[src/design/nx_bitscan_config.svh]
// Bit-scan unit configuration: lane count and operand width
`ifndef NX_BITSCAN_CONFIG_SVH
`define NX_BITSCAN_CONFIG_SVH

// Number of parallel scan lanes
`define NX_LANES 4

// Operand width per lane, in bits
// Count width in the result package follows from this
`define NX_DATA_WIDTH 32

`endif

[src/design/nx_scan_op_pkg.sv]
// Operation encoding for bit-scan requests
package nx_scan_op_pkg;

    // Operation codes carried with each request
    // Code 2'd3 is unused, lanes treat it as a leading-zero count
    typedef enum logic [1:0] {
        // Zeros above the highest set bit
        OP_CLZ  = 2'd0,
        // Zeros below the lowest set bit
        OP_CTZ  = 2'd1,
        // Operand shifted up until bit 31 is set, plus the shift
        OP_NORM = 2'd2
    } scan_op_t;

endpackage : nx_scan_op_pkg

[src/design/nx_scan_result_pkg.sv]
// Result formats of the bit-scan unit: count width, count type and full-scale count
`include "nx_bitscan_config.svh"

package nx_scan_result_pkg;

    // Needs one bit more than log2 of the width
    // An all-zero operand counts the full width
    localparam int COUNT_WIDTH = $clog2(`NX_DATA_WIDTH) + 1;

    // Count of an all-zero operand
    // Also the start value of the minimum search
    localparam int COUNT_MAX = `NX_DATA_WIDTH;

    // Count of zeros scanned before the first one, 0 to COUNT_MAX
    typedef logic [COUNT_WIDTH-1:0] scan_count_t;

endpackage : nx_scan_result_pkg

[src/design/nx_bitscan_top.sv]
// Four-lane bit-scan unit: dispatch, parallel scan lanes and result collection
`timescale 1ns/100ps
`include "nx_bitscan_config.svh"

module nx_bitscan_top (
    input  logic                                          clk,
    input  logic                                          rst_n,
    // Request, accepted every cycle
    input  logic                                          in_valid,
    input  nx_scan_op_pkg::scan_op_t                      in_op,
    input  logic [`NX_LANES-1:0]                          in_mask,
    input  logic [`NX_LANES-1:0][`NX_DATA_WIDTH-1:0]      in_data,
    // Result, three cycles after the request
    output logic                                          out_valid,
    output logic [`NX_LANES-1:0]                          out_mask,
    output nx_scan_result_pkg::scan_count_t [`NX_LANES-1:0] out_count,
    output logic [`NX_LANES-1:0][`NX_DATA_WIDTH-1:0]      out_data,
    output logic [`NX_LANES-1:0]                          out_zero,
    output nx_scan_result_pkg::scan_count_t               out_min_count
);

    import nx_scan_op_pkg::*;
    import nx_scan_result_pkg::*;

    // Dispatch to lanes
    logic [`NX_LANES-1:0]                     lane_valid;
    scan_op_t                                 lane_op;
    logic [`NX_LANES-1:0][`NX_DATA_WIDTH-1:0] lane_data;
    // Dispatch to collect
    logic                                     req_valid;
    logic [`NX_LANES-1:0]                     req_mask;
    // Lanes to collect
    logic [`NX_LANES-1:0]                     res_valid;
    scan_count_t [`NX_LANES-1:0]              res_count;
    logic [`NX_LANES-1:0][`NX_DATA_WIDTH-1:0] res_data;
    logic [`NX_LANES-1:0]                     res_zero;

    nx_scan_dispatch nx_scan_dispatch_inst (
        .clk        (clk),
        .rst_n      (rst_n),
        .in_valid   (in_valid),
        .in_op      (in_op),
        .in_mask    (in_mask),
        .in_data    (in_data),
        .lane_valid (lane_valid),
        .lane_op    (lane_op),
        .lane_data  (lane_data),
        .req_valid  (req_valid),
        .req_mask   (req_mask)
    );

    // One scan lane per operand slot, sharing the op code
    for (genvar i = 0; i < `NX_LANES; i++) begin : gen_lane
        nx_scan_lane nx_scan_lane_inst (
            .clk        (clk),
            .rst_n      (rst_n),
            .lane_valid (lane_valid[i]),
            .lane_op    (lane_op),
            .lane_data  (lane_data[i]),
            .res_valid  (res_valid[i]),
            .res_count  (res_count[i]),
            .res_data   (res_data[i]),
            .res_zero   (res_zero[i])
        );
    end

    nx_scan_collect nx_scan_collect_inst (
        .clk           (clk),
        .rst_n         (rst_n),
        .res_valid     (res_valid),
        .res_count     (res_count),
        .res_data      (res_data),
        .res_zero      (res_zero),
        .req_valid     (req_valid),
        .req_mask      (req_mask),
        .out_valid     (out_valid),
        .out_mask      (out_mask),
        .out_count     (out_count),
        .out_data      (out_data),
        .out_zero      (out_zero),
        .out_min_count (out_min_count)
    );

endmodule : nx_bitscan_top

[src/design/nx_clz.sv]
// Leading-zero counter built from 8-bit priority sections, optionally scanning from bit 0
`timescale 1ns/100ps

module nx_clz #(
    // Operand width
    parameter int WIDTH         = 8,
    // Set to scan from the LSB, giving a trailing-zero count
    parameter bit REVERSE_INPUT = 1'b0
) (
    input  logic [WIDTH-1:0]       scalar_i,
    output logic [$clog2(WIDTH):0] leading_o
);

    localparam int COUNT_WIDTH = $clog2(WIDTH) + 1;
    localparam int SECT_SIZE   = 8;
    localparam int NUM_SECTS   = (WIDTH + SECT_SIZE - 1) / SECT_SIZE;
    localparam int PAD_WIDTH   = NUM_SECTS * SECT_SIZE;
    localparam int SECT_WIDTH  = $clog2(SECT_SIZE) + 1;

    // Bit 0 of ordered is the first bit the scan looks at
    logic [WIDTH-1:0]                      ordered;
    logic [PAD_WIDTH-1:0]                  padded;
    logic [NUM_SECTS-1:0]                  sect_hit;
    logic [NUM_SECTS-1:0][SECT_WIDTH-1:0]  sect_count;
    logic [NUM_SECTS-1:0]                  prior_hit;
    logic [NUM_SECTS-1:0][COUNT_WIDTH-1:0] running;

    // MSB-first scan flips the operand, LSB-first takes it as is
    for (genvar b = 0; b < WIDTH; b++) begin : gen_order
        assign ordered[b] = REVERSE_INPUT ? scalar_i[b] : scalar_i[WIDTH-1-b];
    end

    // Fill with ones above the operand
    // An empty operand then stops at exactly WIDTH
    always_comb begin
        padded = '1;
        padded[WIDTH-1:0] = ordered;
    end

    // Per section: any bit set, and zeros before the first one
    for (genvar s = 0; s < NUM_SECTS; s++) begin : gen_sect
        logic [SECT_SIZE-1:0] sect;

        assign sect        = padded[s*SECT_SIZE +: SECT_SIZE];
        assign sect_hit[s] = |sect;

        always_comb begin
            casez (sect)
                8'b????_???1: sect_count[s] = 4'd0;
                8'b????_??10: sect_count[s] = 4'd1;
                8'b????_?100: sect_count[s] = 4'd2;
                8'b????_1000: sect_count[s] = 4'd3;
                8'b???1_0000: sect_count[s] = 4'd4;
                8'b??10_0000: sect_count[s] = 4'd5;
                8'b?100_0000: sect_count[s] = 4'd6;
                8'b1000_0000: sect_count[s] = 4'd7;
                default:      sect_count[s] = 4'd8;
            endcase
        end
    end

    // Running total, frozen once an earlier section held a one
    for (genvar s = 0; s < NUM_SECTS; s++) begin : gen_sum
        if (s == 0) begin : gen_first
            assign prior_hit[s] = 1'b0;
            assign running[s]   = COUNT_WIDTH'(sect_count[s]);
        end else begin : gen_next
            assign prior_hit[s] = prior_hit[s-1] | sect_hit[s-1];
            assign running[s]   = running[s-1]
                                + (prior_hit[s] ? '0 : COUNT_WIDTH'(sect_count[s]));
        end
    end

    // Last stage holds the full count
    assign leading_o = running[NUM_SECTS-1];

endmodule : nx_clz

[src/design/nx_scan_collect.sv]
// Result collection: registers lane results and finds the minimum count over masked lanes
`timescale 1ns/100ps
`include "nx_bitscan_config.svh"

module nx_scan_collect (
    input  logic                                          clk,
    input  logic                                          rst_n,
    // From the lanes
    input  logic [`NX_LANES-1:0]                          res_valid,
    input  nx_scan_result_pkg::scan_count_t [`NX_LANES-1:0] res_count,
    input  logic [`NX_LANES-1:0][`NX_DATA_WIDTH-1:0]      res_data,
    input  logic [`NX_LANES-1:0]                          res_zero,
    // Request tag from dispatch, one stage ahead of the lanes
    input  logic                                          req_valid,
    input  logic [`NX_LANES-1:0]                          req_mask,
    // Unit outputs
    output logic                                          out_valid,
    output logic [`NX_LANES-1:0]                          out_mask,
    output nx_scan_result_pkg::scan_count_t [`NX_LANES-1:0] out_count,
    output logic [`NX_LANES-1:0][`NX_DATA_WIDTH-1:0]      out_data,
    output logic [`NX_LANES-1:0]                          out_zero,
    output nx_scan_result_pkg::scan_count_t               out_min_count
);

    import nx_scan_result_pkg::*;

    // Request tag lined up with the lane results
    logic                 align_valid;
    logic [`NX_LANES-1:0] align_mask;
    scan_count_t          min_count;

    // Tag delay and output strobe
    // Empty-mask requests still reach out_valid
    always_ff @(posedge clk) begin
        if (!rst_n) begin
            align_valid <= 1'b0;
            out_valid   <= 1'b0;
        end else begin
            align_valid <= req_valid;
            out_valid   <= align_valid;
        end
    end

    always_ff @(posedge clk) begin
        if (req_valid) begin
            align_mask <= req_mask;
        end
    end

    // Smallest count among masked lanes
    // Stays at full scale for an empty mask
    always_comb begin
        min_count = scan_count_t'(COUNT_MAX);
        for (int i = 0; i < `NX_LANES; i++) begin
            if (align_mask[i] && (res_count[i] < min_count)) begin
                min_count = res_count[i];
            end
        end
    end

    // Lanes load individually on their own strobe
    // Unmasked lanes keep their last result
    always_ff @(posedge clk) begin
        for (int i = 0; i < `NX_LANES; i++) begin
            if (res_valid[i]) begin
                out_count[i] <= res_count[i];
                out_data[i]  <= res_data[i];
                out_zero[i]  <= res_zero[i];
            end
        end
        if (align_valid) begin
            out_mask      <= align_mask;
            out_min_count <= min_count;
        end
    end

    // Lane strobes two stages after dispatch match the delayed request tag
    a_res_in_mask : assert property (@(posedge clk) disable iff (!rst_n)
        |res_valid |-> align_valid && ((res_valid & ~align_mask) == '0));

endmodule : nx_scan_collect

[src/design/nx_scan_dispatch.sv]
// Request dispatch that registers an operation and raises a valid strobe per masked lane
`timescale 1ns/100ps
`include "nx_bitscan_config.svh"

module nx_scan_dispatch (
    input  logic                                     clk,
    input  logic                                     rst_n,
    // Request side
    input  logic                                     in_valid,
    input  nx_scan_op_pkg::scan_op_t                 in_op,
    input  logic [`NX_LANES-1:0]                     in_mask,
    input  logic [`NX_LANES-1:0][`NX_DATA_WIDTH-1:0] in_data,
    // Lane side
    output logic [`NX_LANES-1:0]                     lane_valid,
    output nx_scan_op_pkg::scan_op_t                 lane_op,
    output logic [`NX_LANES-1:0][`NX_DATA_WIDTH-1:0] lane_data,
    // Request tag to collect where it waits one more stage
    output logic                                     req_valid,
    output logic [`NX_LANES-1:0]                     req_mask
);

    // Lane strobes are the request strobe gated per lane by the mask
    always_ff @(posedge clk) begin
        if (!rst_n) begin
            req_valid  <= 1'b0;
            lane_valid <= '0;
        end else begin
            req_valid  <= in_valid;
            lane_valid <= in_valid ? in_mask : '0;
        end
    end

    // Operation, operands and mask load only on an accepted request
    // All lanes share one op code
    always_ff @(posedge clk) begin
        if (in_valid) begin
            lane_op   <= in_op;
            lane_data <= in_data;
            req_mask  <= in_mask;
        end
    end

endmodule : nx_scan_dispatch

[src/design/nx_scan_lane.sv]
// Scan lane doing one registered clz, ctz or normalize on a single operand
`timescale 1ns/100ps
`include "nx_bitscan_config.svh"

module nx_scan_lane (
    input  logic                            clk,
    input  logic                            rst_n,
    // From dispatch
    input  logic                            lane_valid,
    input  nx_scan_op_pkg::scan_op_t        lane_op,
    input  logic [`NX_DATA_WIDTH-1:0]       lane_data,
    // To collect
    output logic                            res_valid,
    output nx_scan_result_pkg::scan_count_t res_count,
    output logic [`NX_DATA_WIDTH-1:0]       res_data,
    output logic                            res_zero
);

    import nx_scan_op_pkg::*;
    import nx_scan_result_pkg::*;

    scan_count_t               lead_count;
    scan_count_t               trail_count;
    scan_count_t               sel_count;
    logic [`NX_DATA_WIDTH-1:0] sel_data;
    // Registered result came from a normalize
    logic                      res_norm;

    // Scan from the MSB
    nx_clz #(
        .WIDTH         (`NX_DATA_WIDTH),
        .REVERSE_INPUT (1'b0)
    ) nx_clz_lead_inst (
        .scalar_i  (lane_data),
        .leading_o (lead_count)
    );

    // Scan from the LSB
    nx_clz #(
        .WIDTH         (`NX_DATA_WIDTH),
        .REVERSE_INPUT (1'b1)
    ) nx_clz_trail_inst (
        .scalar_i  (lane_data),
        .leading_o (trail_count)
    );

    // Pick the count by op
    // Data stays zero except under normalize
    // Spare code falls through as clz
    // A shift by the full width clears a zero operand
    always_comb begin
        sel_count = lead_count;
        sel_data  = '0;
        case (lane_op)
            OP_CTZ:  sel_count = trail_count;
            OP_NORM: sel_data  = lane_data << lead_count;
            default: sel_count = lead_count;
        endcase
    end

    // Result strobe trails the lane strobe by one cycle
    always_ff @(posedge clk) begin
        if (!rst_n) begin
            res_valid <= 1'b0;
        end else begin
            res_valid <= lane_valid;
        end
    end

    // Result payload held until the next strobe
    always_ff @(posedge clk) begin
        if (lane_valid) begin
            res_count <= sel_count;
            res_data  <= sel_data;
            res_zero  <= (lane_data == '0);
            res_norm  <= (lane_op == OP_NORM);
        end
    end

    // Count saturates at the full width
    a_count_range : assert property (@(posedge clk) disable iff (!rst_n)
        res_valid |-> (res_count <= scan_count_t'(COUNT_MAX)));

    // Normalized data of a nonzero operand has its top bit set
    a_norm_top_bit : assert property (@(posedge clk) disable iff (!rst_n)
        res_valid && res_norm && !res_zero |-> res_data[`NX_DATA_WIDTH-1]);

endmodule : nx_scan_lane

[config.mk]
export PLATFORM = sky130hd
export DESIGN_NAME = nx_bitscan_top
export DESIGN_NICKNAME = d
export VERILOG_FILES = /design/src/design/nx_scan_op_pkg.sv /design/src/design/nx_scan_result_pkg.sv /design/src/design/nx_bitscan_top.sv /design/src/design/nx_clz.sv /design/src/design/nx_scan_collect.sv /design/src/design/nx_scan_dispatch.sv /design/src/design/nx_scan_lane.sv
export VERILOG_INCLUDE_DIRS = /design/src /design/src/design
export SDC_FILE = /design/constraint.sdc
export NUM_CORES = 1
export LEC_CHECK = 0
export BUFFER_PORTS_ARGS = -buffer_cell sky130_fd_sc_hd__clkbuf_2
export CELL_PAD_IN_SITES_DETAIL_PLACEMENT = 0
export CELL_PAD_IN_SITES_GLOBAL_PLACEMENT = 2
export CORE_ASPECT_RATIO = 1.75
export CORE_MARGIN = 2
export CORE_UTILIZATION = 39
export DETAILED_ROUTE_END_ITERATION = 16
export GPL_TIMING_DRIVEN = 1
export MAX_ROUTING_LAYER = met4
export PLACE_DENSITY_LB_ADDON = 0.1
export SYNTH_ARGS = -nofsm -noshare
export SYNTH_HDL_FRONTEND = slang
export SYNTH_SLANG_ARGS = --single-unit
[constraint.sdc]
create_clock -name clk -period 6.32 [get_ports clk]
set_input_delay 1.264 -clock clk [delete_from_list [all_inputs] [get_ports clk]]
set_output_delay 1.264 -clock clk [all_outputs]
set_load 0.02 [all_outputs]
* Word-level counts from Yosys, hierarchy flattened *
Index checks and enable logic that the tools add are counted.

cells by class
  add/sub/neg operators = 24
  $mul = 0
  divide/modulo/power cells = 0
  $lt $le $gt $ge = 4
  equality and inequality tests = 226
  shifts and indexed selects = 4
  mux-type cells = 64
  bitwise operators = 16
  reduce and logical (&&, ||, !) cells = 25

operator list
  operator                                             count
  case mux 4 bit (8 select lines)                      32
  equality test 8 bit, second input constant           32
  equality test 7 bit, second input constant           32
  equality test 6 bit, second input constant           32
  equality test 5 bit, second input constant           32
  equality test 4 bit, second input constant           32
  zero test 32 bit                                     4
  OR reduction 8 bit                                   16
  << shifter 32 x 6 -> 32 bit                          4
  equality test 3 bit, second input constant           32
  two-way mux 4 bit                                    24
  equality test 2 bit, second input constant           33
  adder 5 x 4 -> 6 bit                                 8
  adder 6 x 4 -> 6 bit                                 8
  two-way mux 6 bit                                    8
  adder 4 x 4 -> 5 bit                                 8
  less-than comparator 6 bit                           3
  OR 1 bit                                             16
  less-than comparator 6 bit, second input constant    1
  logical AND 1 bit                                    4
  equality test 2 x 1 -> 1 bit, second input constant  1
  AND reduction 2 bit                                  1

storage, ports and cells
  flip-flop bits (word level) = 471
  bits in latches = 0
  RAM bits = 0
  bits in read-only memories = 0
  word-level logic and storage cells = 404
  memories = 0

* Longest topological paths before layout *
Gate-level depths: netlist of the first run.

  word-level depth = 12
  mapped depth = 25
  depth with buffers taken out = 24

* Modules after synthesis *
From an unflattened synthesis of the first run, not the netlist that was laid out.

second synthesis, totals
  cell total of the unflattened synthesis = 2503
  area total of the unflattened synthesis = 30300.3 µm²

by module, submodules not included
  module                                                       times used  cells each  area each (µm²)  seq. area each (µm²)
  nx_scan_lane                                                 4           332         3669.8           1191.1
  nx_scan_collect                                              1           274         5916.9           5144.9
  nx_scan_dispatch                                             1           144         4156.5           4124.0
  nx_clz (gen_lane[0].nx_scan_lane_inst.nx_clz_lead_inst ...)  2           99          706.9            0.0
  nx_clz (gen_lane[1].nx_scan_lane_inst.nx_clz_lead_inst ...)  2           91          684.4            0.0
  nx_clz (gen_lane[3].nx_scan_lane_inst.nx_clz_trail_inst)     1           96          704.4            0.0
  nx_clz (gen_lane[0].nx_scan_lane_inst.nx_clz_trail_inst)     1           95          701.9            0.0
  nx_clz (gen_lane[1].nx_scan_lane_inst.nx_clz_trail_inst)     1           93          684.4            0.0
  nx_clz (gen_lane[2].nx_scan_lane_inst.nx_clz_trail_inst)     1           93          674.4            0.0

* Worst setup path after synthesis of the first run *
No wires, ideal clock.

  path type = reg2reg
  from = reg nx_scan_dispatch_inst.lane_data[57] in the netlist's numbering
  to = reg gen_lane[1].nx_scan_lane_inst.res_data[25] (data pin)
  setup time = 0.268 ns
  arrival = 4.899 ns
  required time = 6.052 ns
  slack = 1.153 ns
  cell stages (with the launch flop) = 21
  path through = edfxtp_1 > nor4_1 > and3_1 > clkbuf_1 > and2_1 > inv_2 > nor3_2 > inv_2 > nor3_1 > o21ai_0 > fa_1 > inv_1 > fa_1 > ha_1 > fa_1 > clkbuf_1 > clkbuf_1 > mux2i_1 > nor2_1 > nor2_1 > o22ai_1

between the ends
  cells in the longest elaborated chain, start to end = 6

RTL lines
  what                                                              RTL line                RTL
  start, declared                                                   nx_scan_dispatch.sv:16  output logic [`NX_LANES-1:0][`NX_DATA_WIDTH-1:0] lane_data,
  start signal, assigned                                            nx_scan_dispatch.sv:38  lane_data <= in_data;
  equality test 8 bit, or another cell as far along                 nx_clz.sv:48            casez (sect)
  case mux 4 bit (8 select lines), or another cell as far along     nx_clz.sv:48
  adder 4 x 4 -> 5 bit, or another cell as far along                nx_clz.sv:70            + (prior_hit[s] ? '0 : COUNT_WIDTH'(sect_count[s]));
  adder 5 x 4 -> 6 bit / two-way mux 4 bit (equally long branches)  nx_clz.sv:70
  adder 6 x 4 -> 6 bit                                              nx_clz.sv:70
  << shifter 32 x 6 -> 32 bit (*)                                   nx_scan_lane.sv:56      OP_NORM: sel_data = lane_data << lead_count;
  end signal, assigned                                              nx_scan_lane.sv:74      res_data <= sel_data;
  end, declared                                                     nx_scan_lane.sv:15      output logic [`NX_DATA_WIDTH-1:0] res_data,

Mark *: on every way between the ends. The rest lies on a longest branch, timed or not.
A chain may end at the register's enable or synchronous reset.

* Final worst setup path of the first run *
  from = reg nx_scan_dispatch_inst.lane_data[25] in the netlist's numbering
  to = reg gen_lane[0].nx_scan_lane_inst.res_data[16] (data pin)

between the ends
  cells in the longest elaborated chain, start to end = 6

RTL lines
  what                                                              RTL line
  equality test 8 bit, or another cell as far along                 nx_clz.sv:48
  case mux 4 bit (8 select lines), or another cell as far along     nx_clz.sv:48
  adder 4 x 4 -> 5 bit, or another cell as far along                nx_clz.sv:70
  adder 5 x 4 -> 6 bit / two-way mux 4 bit (equally long branches)  nx_clz.sv:70
  adder 6 x 4 -> 6 bit                                              nx_clz.sv:70
  << shifter 32 x 6 -> 32 bit (*)                                   nx_scan_lane.sv:56
  end signal, assigned                                              nx_scan_lane.sv:74
  end, declared                                                     nx_scan_lane.sv:15

Marked as above.

==> results of run 1 <==
cell families (layout without fill, tap and decap cells):
logic type	Yosys count	count (layout)	share of synthesized area, %
AND/OR/NAND/NOR	766	766	12.9
multiplexers	199	199	9.58
other	0	2	0
AO/OA/AOI/OAI	464	464	11.0
buffers and inverters	263	586	3.90
XOR/XNOR	21	21	0.712
adder cells (fa/ha/maj)	118	118	7.58
flip-flops	471	471	54.3
cells in the final DEF (no fill, tap or decap), drive strengths merged, types with 43 or more instances in the layout:
cell type | Yosys | final
a21oi | 135 | 135
ha | 54 | 54
buf | 28 | 52
mux2i | 137 | 137
clkbuf | 81 | 350
fa | 64 | 64
o21ai | 128 | 128
o22ai | 49 | 49
edfxtp | 460 | 460
nand3 | 43 | 43
inv | 150 | 153
nand2 | 232 | 232
nor2 | 338 | 338
repair_timing:
action                     CTS  global route
buffers inserted             0             1
hold buffers                 0             0
resized for setup            0             5
setup endpoints to repair    0            12
cell type report:
class	instances	area share, %
sequential	471	46.9
multi-input combinational	1568	36.2
timing repair buffer	354	6.45
clock buffer	48	3.73
tap	882	3.68
inverter	154	1.93
clock inverter	30	1.10
antenna	2	0.0167
synth_stat cells, types with 26 or more instances:
| cell | count |
|---|---|
| clkbuf_1 | 81 |
| edfxtp_1 | 460 |
| mux4_2 | 36 |
| fa_1 | 64 |
| nand3_1 | 43 |
| nor2_1 | 337 |
| ha_1 | 54 |
| nor3_1 | 31 |
| a21oi_1 | 134 |
| mux2i_1 | 137 |
| a211oi_1 | 29 |
| o21ai_0 | 123 |
| mux2_2 | 26 |
| o22ai_1 | 49 |
| inv_1 | 142 |
| nand2_1 | 232 |
through the flow:
stage                     std cells  util, %  power, W  cell area (um2)  hold slack, ns
after global routing           3509     45.7   0.00797            30000           0.423
final                          3509     45.7   0.00762            30000           0.414
after floorplan                2302        -   0.00457            25800           0.400
after detailed placement       3428     43.5   0.00500            28500           0.405
after global placement         3428     43.5   0.00500            28500           0.401
after CTS                      3506     45.7   0.00772            29900           0.415
critical path: stages, from the launching register on:
cell      delay, ns
edfxtp_1       0.47
nor4_1         0.64
and3_1         0.28
and2_1         0.20
inv_1          0.11
nor3_1         0.44
o211ai_1       0.30
fa_1           0.48
inv_1          0.10
fa_1           0.43
ha_1           0.23
fa_1           0.52
a21o_1         0.22
a21oi_1        0.34
nand3_1        0.38
or3_1          0.50
o22ai_1        0.20
worst paths after layout:
path                                                  start                                    endpoint  slack [ns]  cells past startpoint
setup / recovery        nx_scan_dispatch_inst.lane_data[25]  gen_lane[0].nx_scan_lane_inst.res_data[16]        0.31                     16
hold / removal    gen_lane[0].nx_scan_lane_inst.res_data[3]            nx_scan_collect_inst.out_data[3]        0.41                      0
setup reg to reg        nx_scan_dispatch_inst.lane_data[25]  gen_lane[0].nx_scan_lane_inst.res_data[16]        0.31                     16
hold reg to reg   gen_lane[0].nx_scan_lane_inst.res_data[3]            nx_scan_collect_inst.out_data[3]        0.41                      0
sequential cells by signal (all words and copies together), names as in the netlist, 6 cells and up:
register	count
gen_lane.nx_scan_lane_inst.res_count	24
nx_scan_collect_inst.out_data	128
nx_scan_collect_inst.out_count	24
gen_lane.nx_scan_lane_inst.res_data	128
nx_scan_collect_inst.out_min_count	6
nx_scan_dispatch_inst.lane_data	128
power by group through the flow:
stage / logic (W) / registers [W] / clock network, W
2_1_floorplan: 0.000799 / 0.00377 / 0
3_3_place_gp: 0.00117 / 0.00383 / 0
3_5_place_dp: 0.00117 / 0.00384 / 0
4_1_cts: 0.00117 / 0.00377 / 0.00278
5_1_grt: 0.00130 / 0.00379 / 0.00288
6_report: 0.00116 / 0.00377 / 0.00269
metal layers:
metal	vias up	GRT usage, %	wire, um
met2	487	40.5	39000
met5	-	-	0
met3	155	3.13	3180
met4	0	10.0	3590
li1	8943	-	-
met1	8746	22.8	26600
==> results.tsv, run 1 <==
stage	metric	value	unit
timing	rsz0062_at_grt	false	
clock_network	clk_pin_slew	0.06	ns
drt	routed-via-count	18300	
drt	drt_first_pass_iters	5	
setup_path	endpoint_kind	flip-flop	
place	post-place-ws	0.221	ns
final_layout	syn_to_final_growth	15.9	%
logic_synthesis	syn-num-nets	2557	
floorplanning	start_util	39.5	%
logic_synthesis	yosysTopAreaCell	edfxtp_1	
timing	fmax	167	MHz
setup_path	path_max_fanout	9	
clock_network	clkSinkCount	471	
clock_network	cts_buffers	43	
final_layout	layout-drive-gt1-share	20.0	%
power_and_ir_drop	p_comb_share	15.3	%
power_and_ir_drop	p_sw_share	26.7	%
setup_path	critPathRequiredTime	6.75	ns
power_and_ir_drop	ir_drop	0.000242	V
place	port_buffers	303	
final_layout	ff_latch_area	14000	um2
grt	grt_pass1_wl	109	mm
floorplanning	design.core.area	65500	um2
logic_synthesis	synth_area_per_cell	11.2	um2
clock_network	clockRootBuffer	clkbuf_16	
power_and_ir_drop	p_int	0.00559	W
final_layout	nFillCells	6302	
timing	finalSetupTns	0	ns
clock_network	clockBufferDepth	3	
logic_synthesis	synth_area	25800	um2
logic_synthesis	synth_cell_types	69	
grt	grt_pass1_vias	18700	
grt	grt_max_degree	92	
logic_synthesis	ys.flop_type	edfxtp_1	
logic_synthesis	ys_seq_area_share	54.3	%
floorplanning	dieHeight	344	um
timing	relSlewSlack	37.5	%
timing	setup_viol	0	
timing	slew_violations	0	
drt	drtIter0Drc	776	
clock_network	insertion_delay	0.60	ns
power_and_ir_drop	powerDensity	254	nW/um2
logic_synthesis	async_flop_share	0	%
power_and_ir_drop	seqPwrFrac	49.4	%
timing	worst_pin_slew	0.938	ns
place	place_congestion	0.951	
run	drv_cap	0	
timing	fin_crit_sh	95.0	%
drt	wl_per_cell	20.6	um
grt	grt_overflow	0	
timing	setup_ws	0.314	ns
place	hpwl	57.7	mm
power_and_ir_drop	switchingPower	0.00203	W
timing	hold_viol_final	0	
setup_path	startpoint_type	flip-flop	
logic_synthesis	synth_top_area_share	53.5	%
hold_path	hold_class	flip-flop to flip-flop	
drt	routed_wl	72.3	mm
clock_network	cts_tree	built	
grt	antenna_found_initial	2	
drt	viasPerCell	5.22	
power_and_ir_drop	leakage	11.4	nW
timing	clock_skew	0.0199	ns
floorplanning	die-area	68400	um2
floorplanning	io_pins	304	
floorplanning	die_x	199	um
logic_synthesis	synth_edf_count	460	
clock_network	htree_levels	2	
power_and_ir_drop	p_clk_share	35.3	%
grt	grt_usage	21.9	%
logic_synthesis	yosys-top-cells-area	edfxtp_1 53%, mux2i_1 5.3%, fa_1 5.0%	
timing	finalCriticalPeriod	6.01	ns
drt	ant_nets	0	
setup_path	critPathKind	flip-flop to flip-flop	
setup_path	crit_arrival	6.44	ns
logic_synthesis	ys_ff_latch	471	
final_layout	layout.nets	2847	
logic_synthesis	synthCells	2302	
drt	post-route-drc-count	0	
status	outcome	complete, no violations	
final_layout	multi_input_area	10800	um2
floorplanning	rows	124	
logic_synthesis	yosys_warnings	0	
Note: power is estimated with default switching activity, not from simulation.
==> inputs of run 2 (changes only) <==
--- a/config.mk
+++ b/config.mk
@@ -12,6 +12,7 @@
 export CORE_ASPECT_RATIO = 1.75
 export CORE_MARGIN = 2
 export CORE_UTILIZATION = 39
+export CTS_CLUSTER_DIAMETER = 50
 export DETAILED_ROUTE_END_ITERATION = 16
 export GPL_TIMING_DRIVEN = 1
 export MAX_ROUTING_LAYER = met4
==> constraint.sdc (replaced) <==
create_clock -name clk -period 6.32 [get_ports clk]
set_input_delay 0.316 -clock clk [delete_from_list [all_inputs] [get_ports clk]]
set_output_delay 0.316 -clock clk [all_outputs]
set_load 0.02 [all_outputs]
==> results.tsv, run 2 (synthesized netlist as in run 1, its figures left out) <==
stage	metric	value	unit	change
grt	busiest_layer	met2		
grt	grt_max_degree	83		-9.8%
clock_network	cts_tree	built		
grt	grt_overflow	0		unchanged
floorplanning	design.core.area	65500	um2	unchanged
timing	fin_crit_sh	94.9	%	-0.11 points
floorplanning	io_pins	304		unchanged
drt	drtIter0Drc	834		+7.5%
final_layout	nFillCells	6065		-3.8%
timing	relSlewSlack	37.9	%	+0.46 points
status	outcome	complete, no violations		
grt	met2_usage	41.1	%	+0.61 points
timing	rsz0062_at_grt	false		
grt	grt_pass1_wl	111	mm	+1.6%
setup_path	critPathKind	flip-flop to flip-flop		
floorplanning	start_util	39.5	%	unchanged
timing	hold_viol_final	0		unchanged
clock_network	clockBufferDepth	3		unchanged
final_layout	layout-drive-gt1-share	19.1	%	-0.87 points
final_layout	syn_to_final_growth	21.2	%	
run	drv_cap	0		unchanged
grt	grt_usage	22.1	%	+0.23 points
drt	ant_nets	0		unchanged
drt	wl_per_cell	20.1	um	-2.6%
final_layout	post-route-cell-area	31300	um2	+4.5%
timing	clock_skew	0.0182	ns	-0.00170 ns
setup_path	endpoint_kind	flip-flop		
floorplanning	die_x	199	um	unchanged
power_and_ir_drop	leakage	11.9	nW	+5.0%
grt	grt_pass1_vias	19300		+3.2%
setup_path	crit_arrival	6.45	ns	about the same
floorplanning	rows	124		unchanged
place	placed_cell_area	28500	um2	unchanged
timing	finalSetupTns	0	ns	unchanged
grt	gr-usage-met1	22.6	%	-0.18 points
grt	antenna_found_initial	3		+1
clock_network	insertion_delay	0.60	ns	about the same
hold_path	hold_class	primary input to flip-flop		
clock_network	htree_levels	2		unchanged
place	place_congestion	0.941		-1.0%
clock_network	clk_pin_slew	0.06	ns	about the same
final_layout	top_regs	gen_lane.nx_scan_lane_inst.res_data (128), nx_scan_collect_inst.out_data (128), nx_scan_dispatch_inst.lane_data (128)		
drt	viasPerCell	5.15		-1.4%
grt	grt_util_met3	3.19	%	+0.059 points
final_layout	final_common_cell	edfxtp_1		
setup_path	critPathRequiredTime	6.77	ns	+0.02 ns
clock_network	clkSinkCount	471		unchanged
final_layout	layout.nets	2985		+4.8%
drt	routed_wl	73.2	mm	+1.3%
timing	slew_violations	0		unchanged
clock_network	clockRootBuffer	clkbuf_16		
final_layout	mostFrequentLayoutCells	460 x edfxtp_1, 337 x nor2_1, 302 x clkbuf_2		
drt	routed-via-count	18800		+2.6%
place	hpwl	57.6	mm	-0.18%
clock_network	cts_buffers	45		+4.7%
power_and_ir_drop	powerDensity	245	nW/um2	-3.8%
power_and_ir_drop	ir_drop	0.000226	V	-6.4%
timing	fmax	167	MHz	+0.11%
setup_path	path_max_fanout	9		unchanged
place	port_buffers	303		unchanged
floorplanning	dieHeight	344	um	unchanged
drt	drt_first_pass_iters	5		unchanged
timing	setup_viol	0		unchanged
setup_path	startpoint_type	flip-flop		
drt	post-route-drc-count	0		unchanged
floorplanning	die-area	68400	um2	unchanged
timing	worst_pin_slew	0.931	ns	-0.00687 ns
timing	finalCriticalPeriod	6.00	ns	-0.00684 ns
==> run 2: timing repair <==
action                                  in CTS  in global routing
hold buffers                               134                  0
endpoints found under the hold margin      138                  0
resized for setup                            0                  5
endpoints found under the setup margin       0                 18
buffers inserted                             0                  1
==> run 2: path summary, 6_finish.rpt <==
check | cells after the start | slack [ns] | startpoint | to
max | 16 | 0.32 | nx_scan_dispatch_inst.lane_data[24] | gen_lane[0].nx_scan_lane_inst.res_data[16]
min | 2 | 0.20 | rst_n | gen_lane[0].nx_scan_lane_inst.res_valid
max reg2reg | 16 | 0.32 | nx_scan_dispatch_inst.lane_data[24] | gen_lane[0].nx_scan_lane_inst.res_data[16]
min reg2reg | 0 | 0.42 | gen_lane[3].nx_scan_lane_inst.res_data[11] | nx_scan_collect_inst.out_data[107]
==> run 2: area by class of cell <==
type                    count  area (um2)  share of cell area, %
flip-flops and latches    471       14000                   44.9
multi-input cells        1568       10800                   34.6
repair buffers            490        3270                   10.5
clock buffers              52        1190                   3.81
well taps                 882        1100                   3.53
inverters                 154         578                   1.85
clock inverters            30         259                  0.828
diodes                      3        7.51                 0.0240
==> run 2: metal layers <==
layer	share of wire (%)	routed length [um]
met5	0	0
met4	5.2	3820
met3	3.7	2730
met2	54	39500
met1	37	27200
==> run 2: per-stage QoR <==
step | setup WS, ns | hold slack (ns) | util (%) | power, W | instances
3_3_place_gp | 0.293 | 0.400 | 43.5 | 0.00500 | 3430
3_5_place_dp | 0.227 | 0.405 | 43.5 | 0.00500 | 3430
4_1_cts | 0.207 | 0.161 | 47.8 | 0.00775 | 3646
5_1_grt | 0.00591 | 0.186 | 47.8 | 0.00800 | 3650
6_report | 0.321 | 0.197 | 47.8 | 0.00766 | 3650
2_1_floorplan | 1.15 | 0.400 | - | 0.00457 | 2302
==> run 2: critical path: stages (launching register included) <==
cell	delay [ns]
edfxtp_1	0.47
nor4_1	0.68
and3_1	0.28
and2_1	0.19
inv_1	0.10
nor3_1	0.43
o211ai_1	0.30
fa_1	0.49
inv_1	0.09
fa_1	0.42
ha_1	0.23
fa_1	0.53
a21o_1	0.22
a21oi_1	0.35
nand3_1	0.37
or3_1	0.51
o22ai_1	0.18
==> run 2: report_power, final <==
group / leakage, nW / internal [W] / switching (W)
logic: 7.32 / 0.000514 / 0.000720
clock network: 0.709 / 0.00146 / 0.00120
registers: 3.90 / 0.00360 / 0.000167
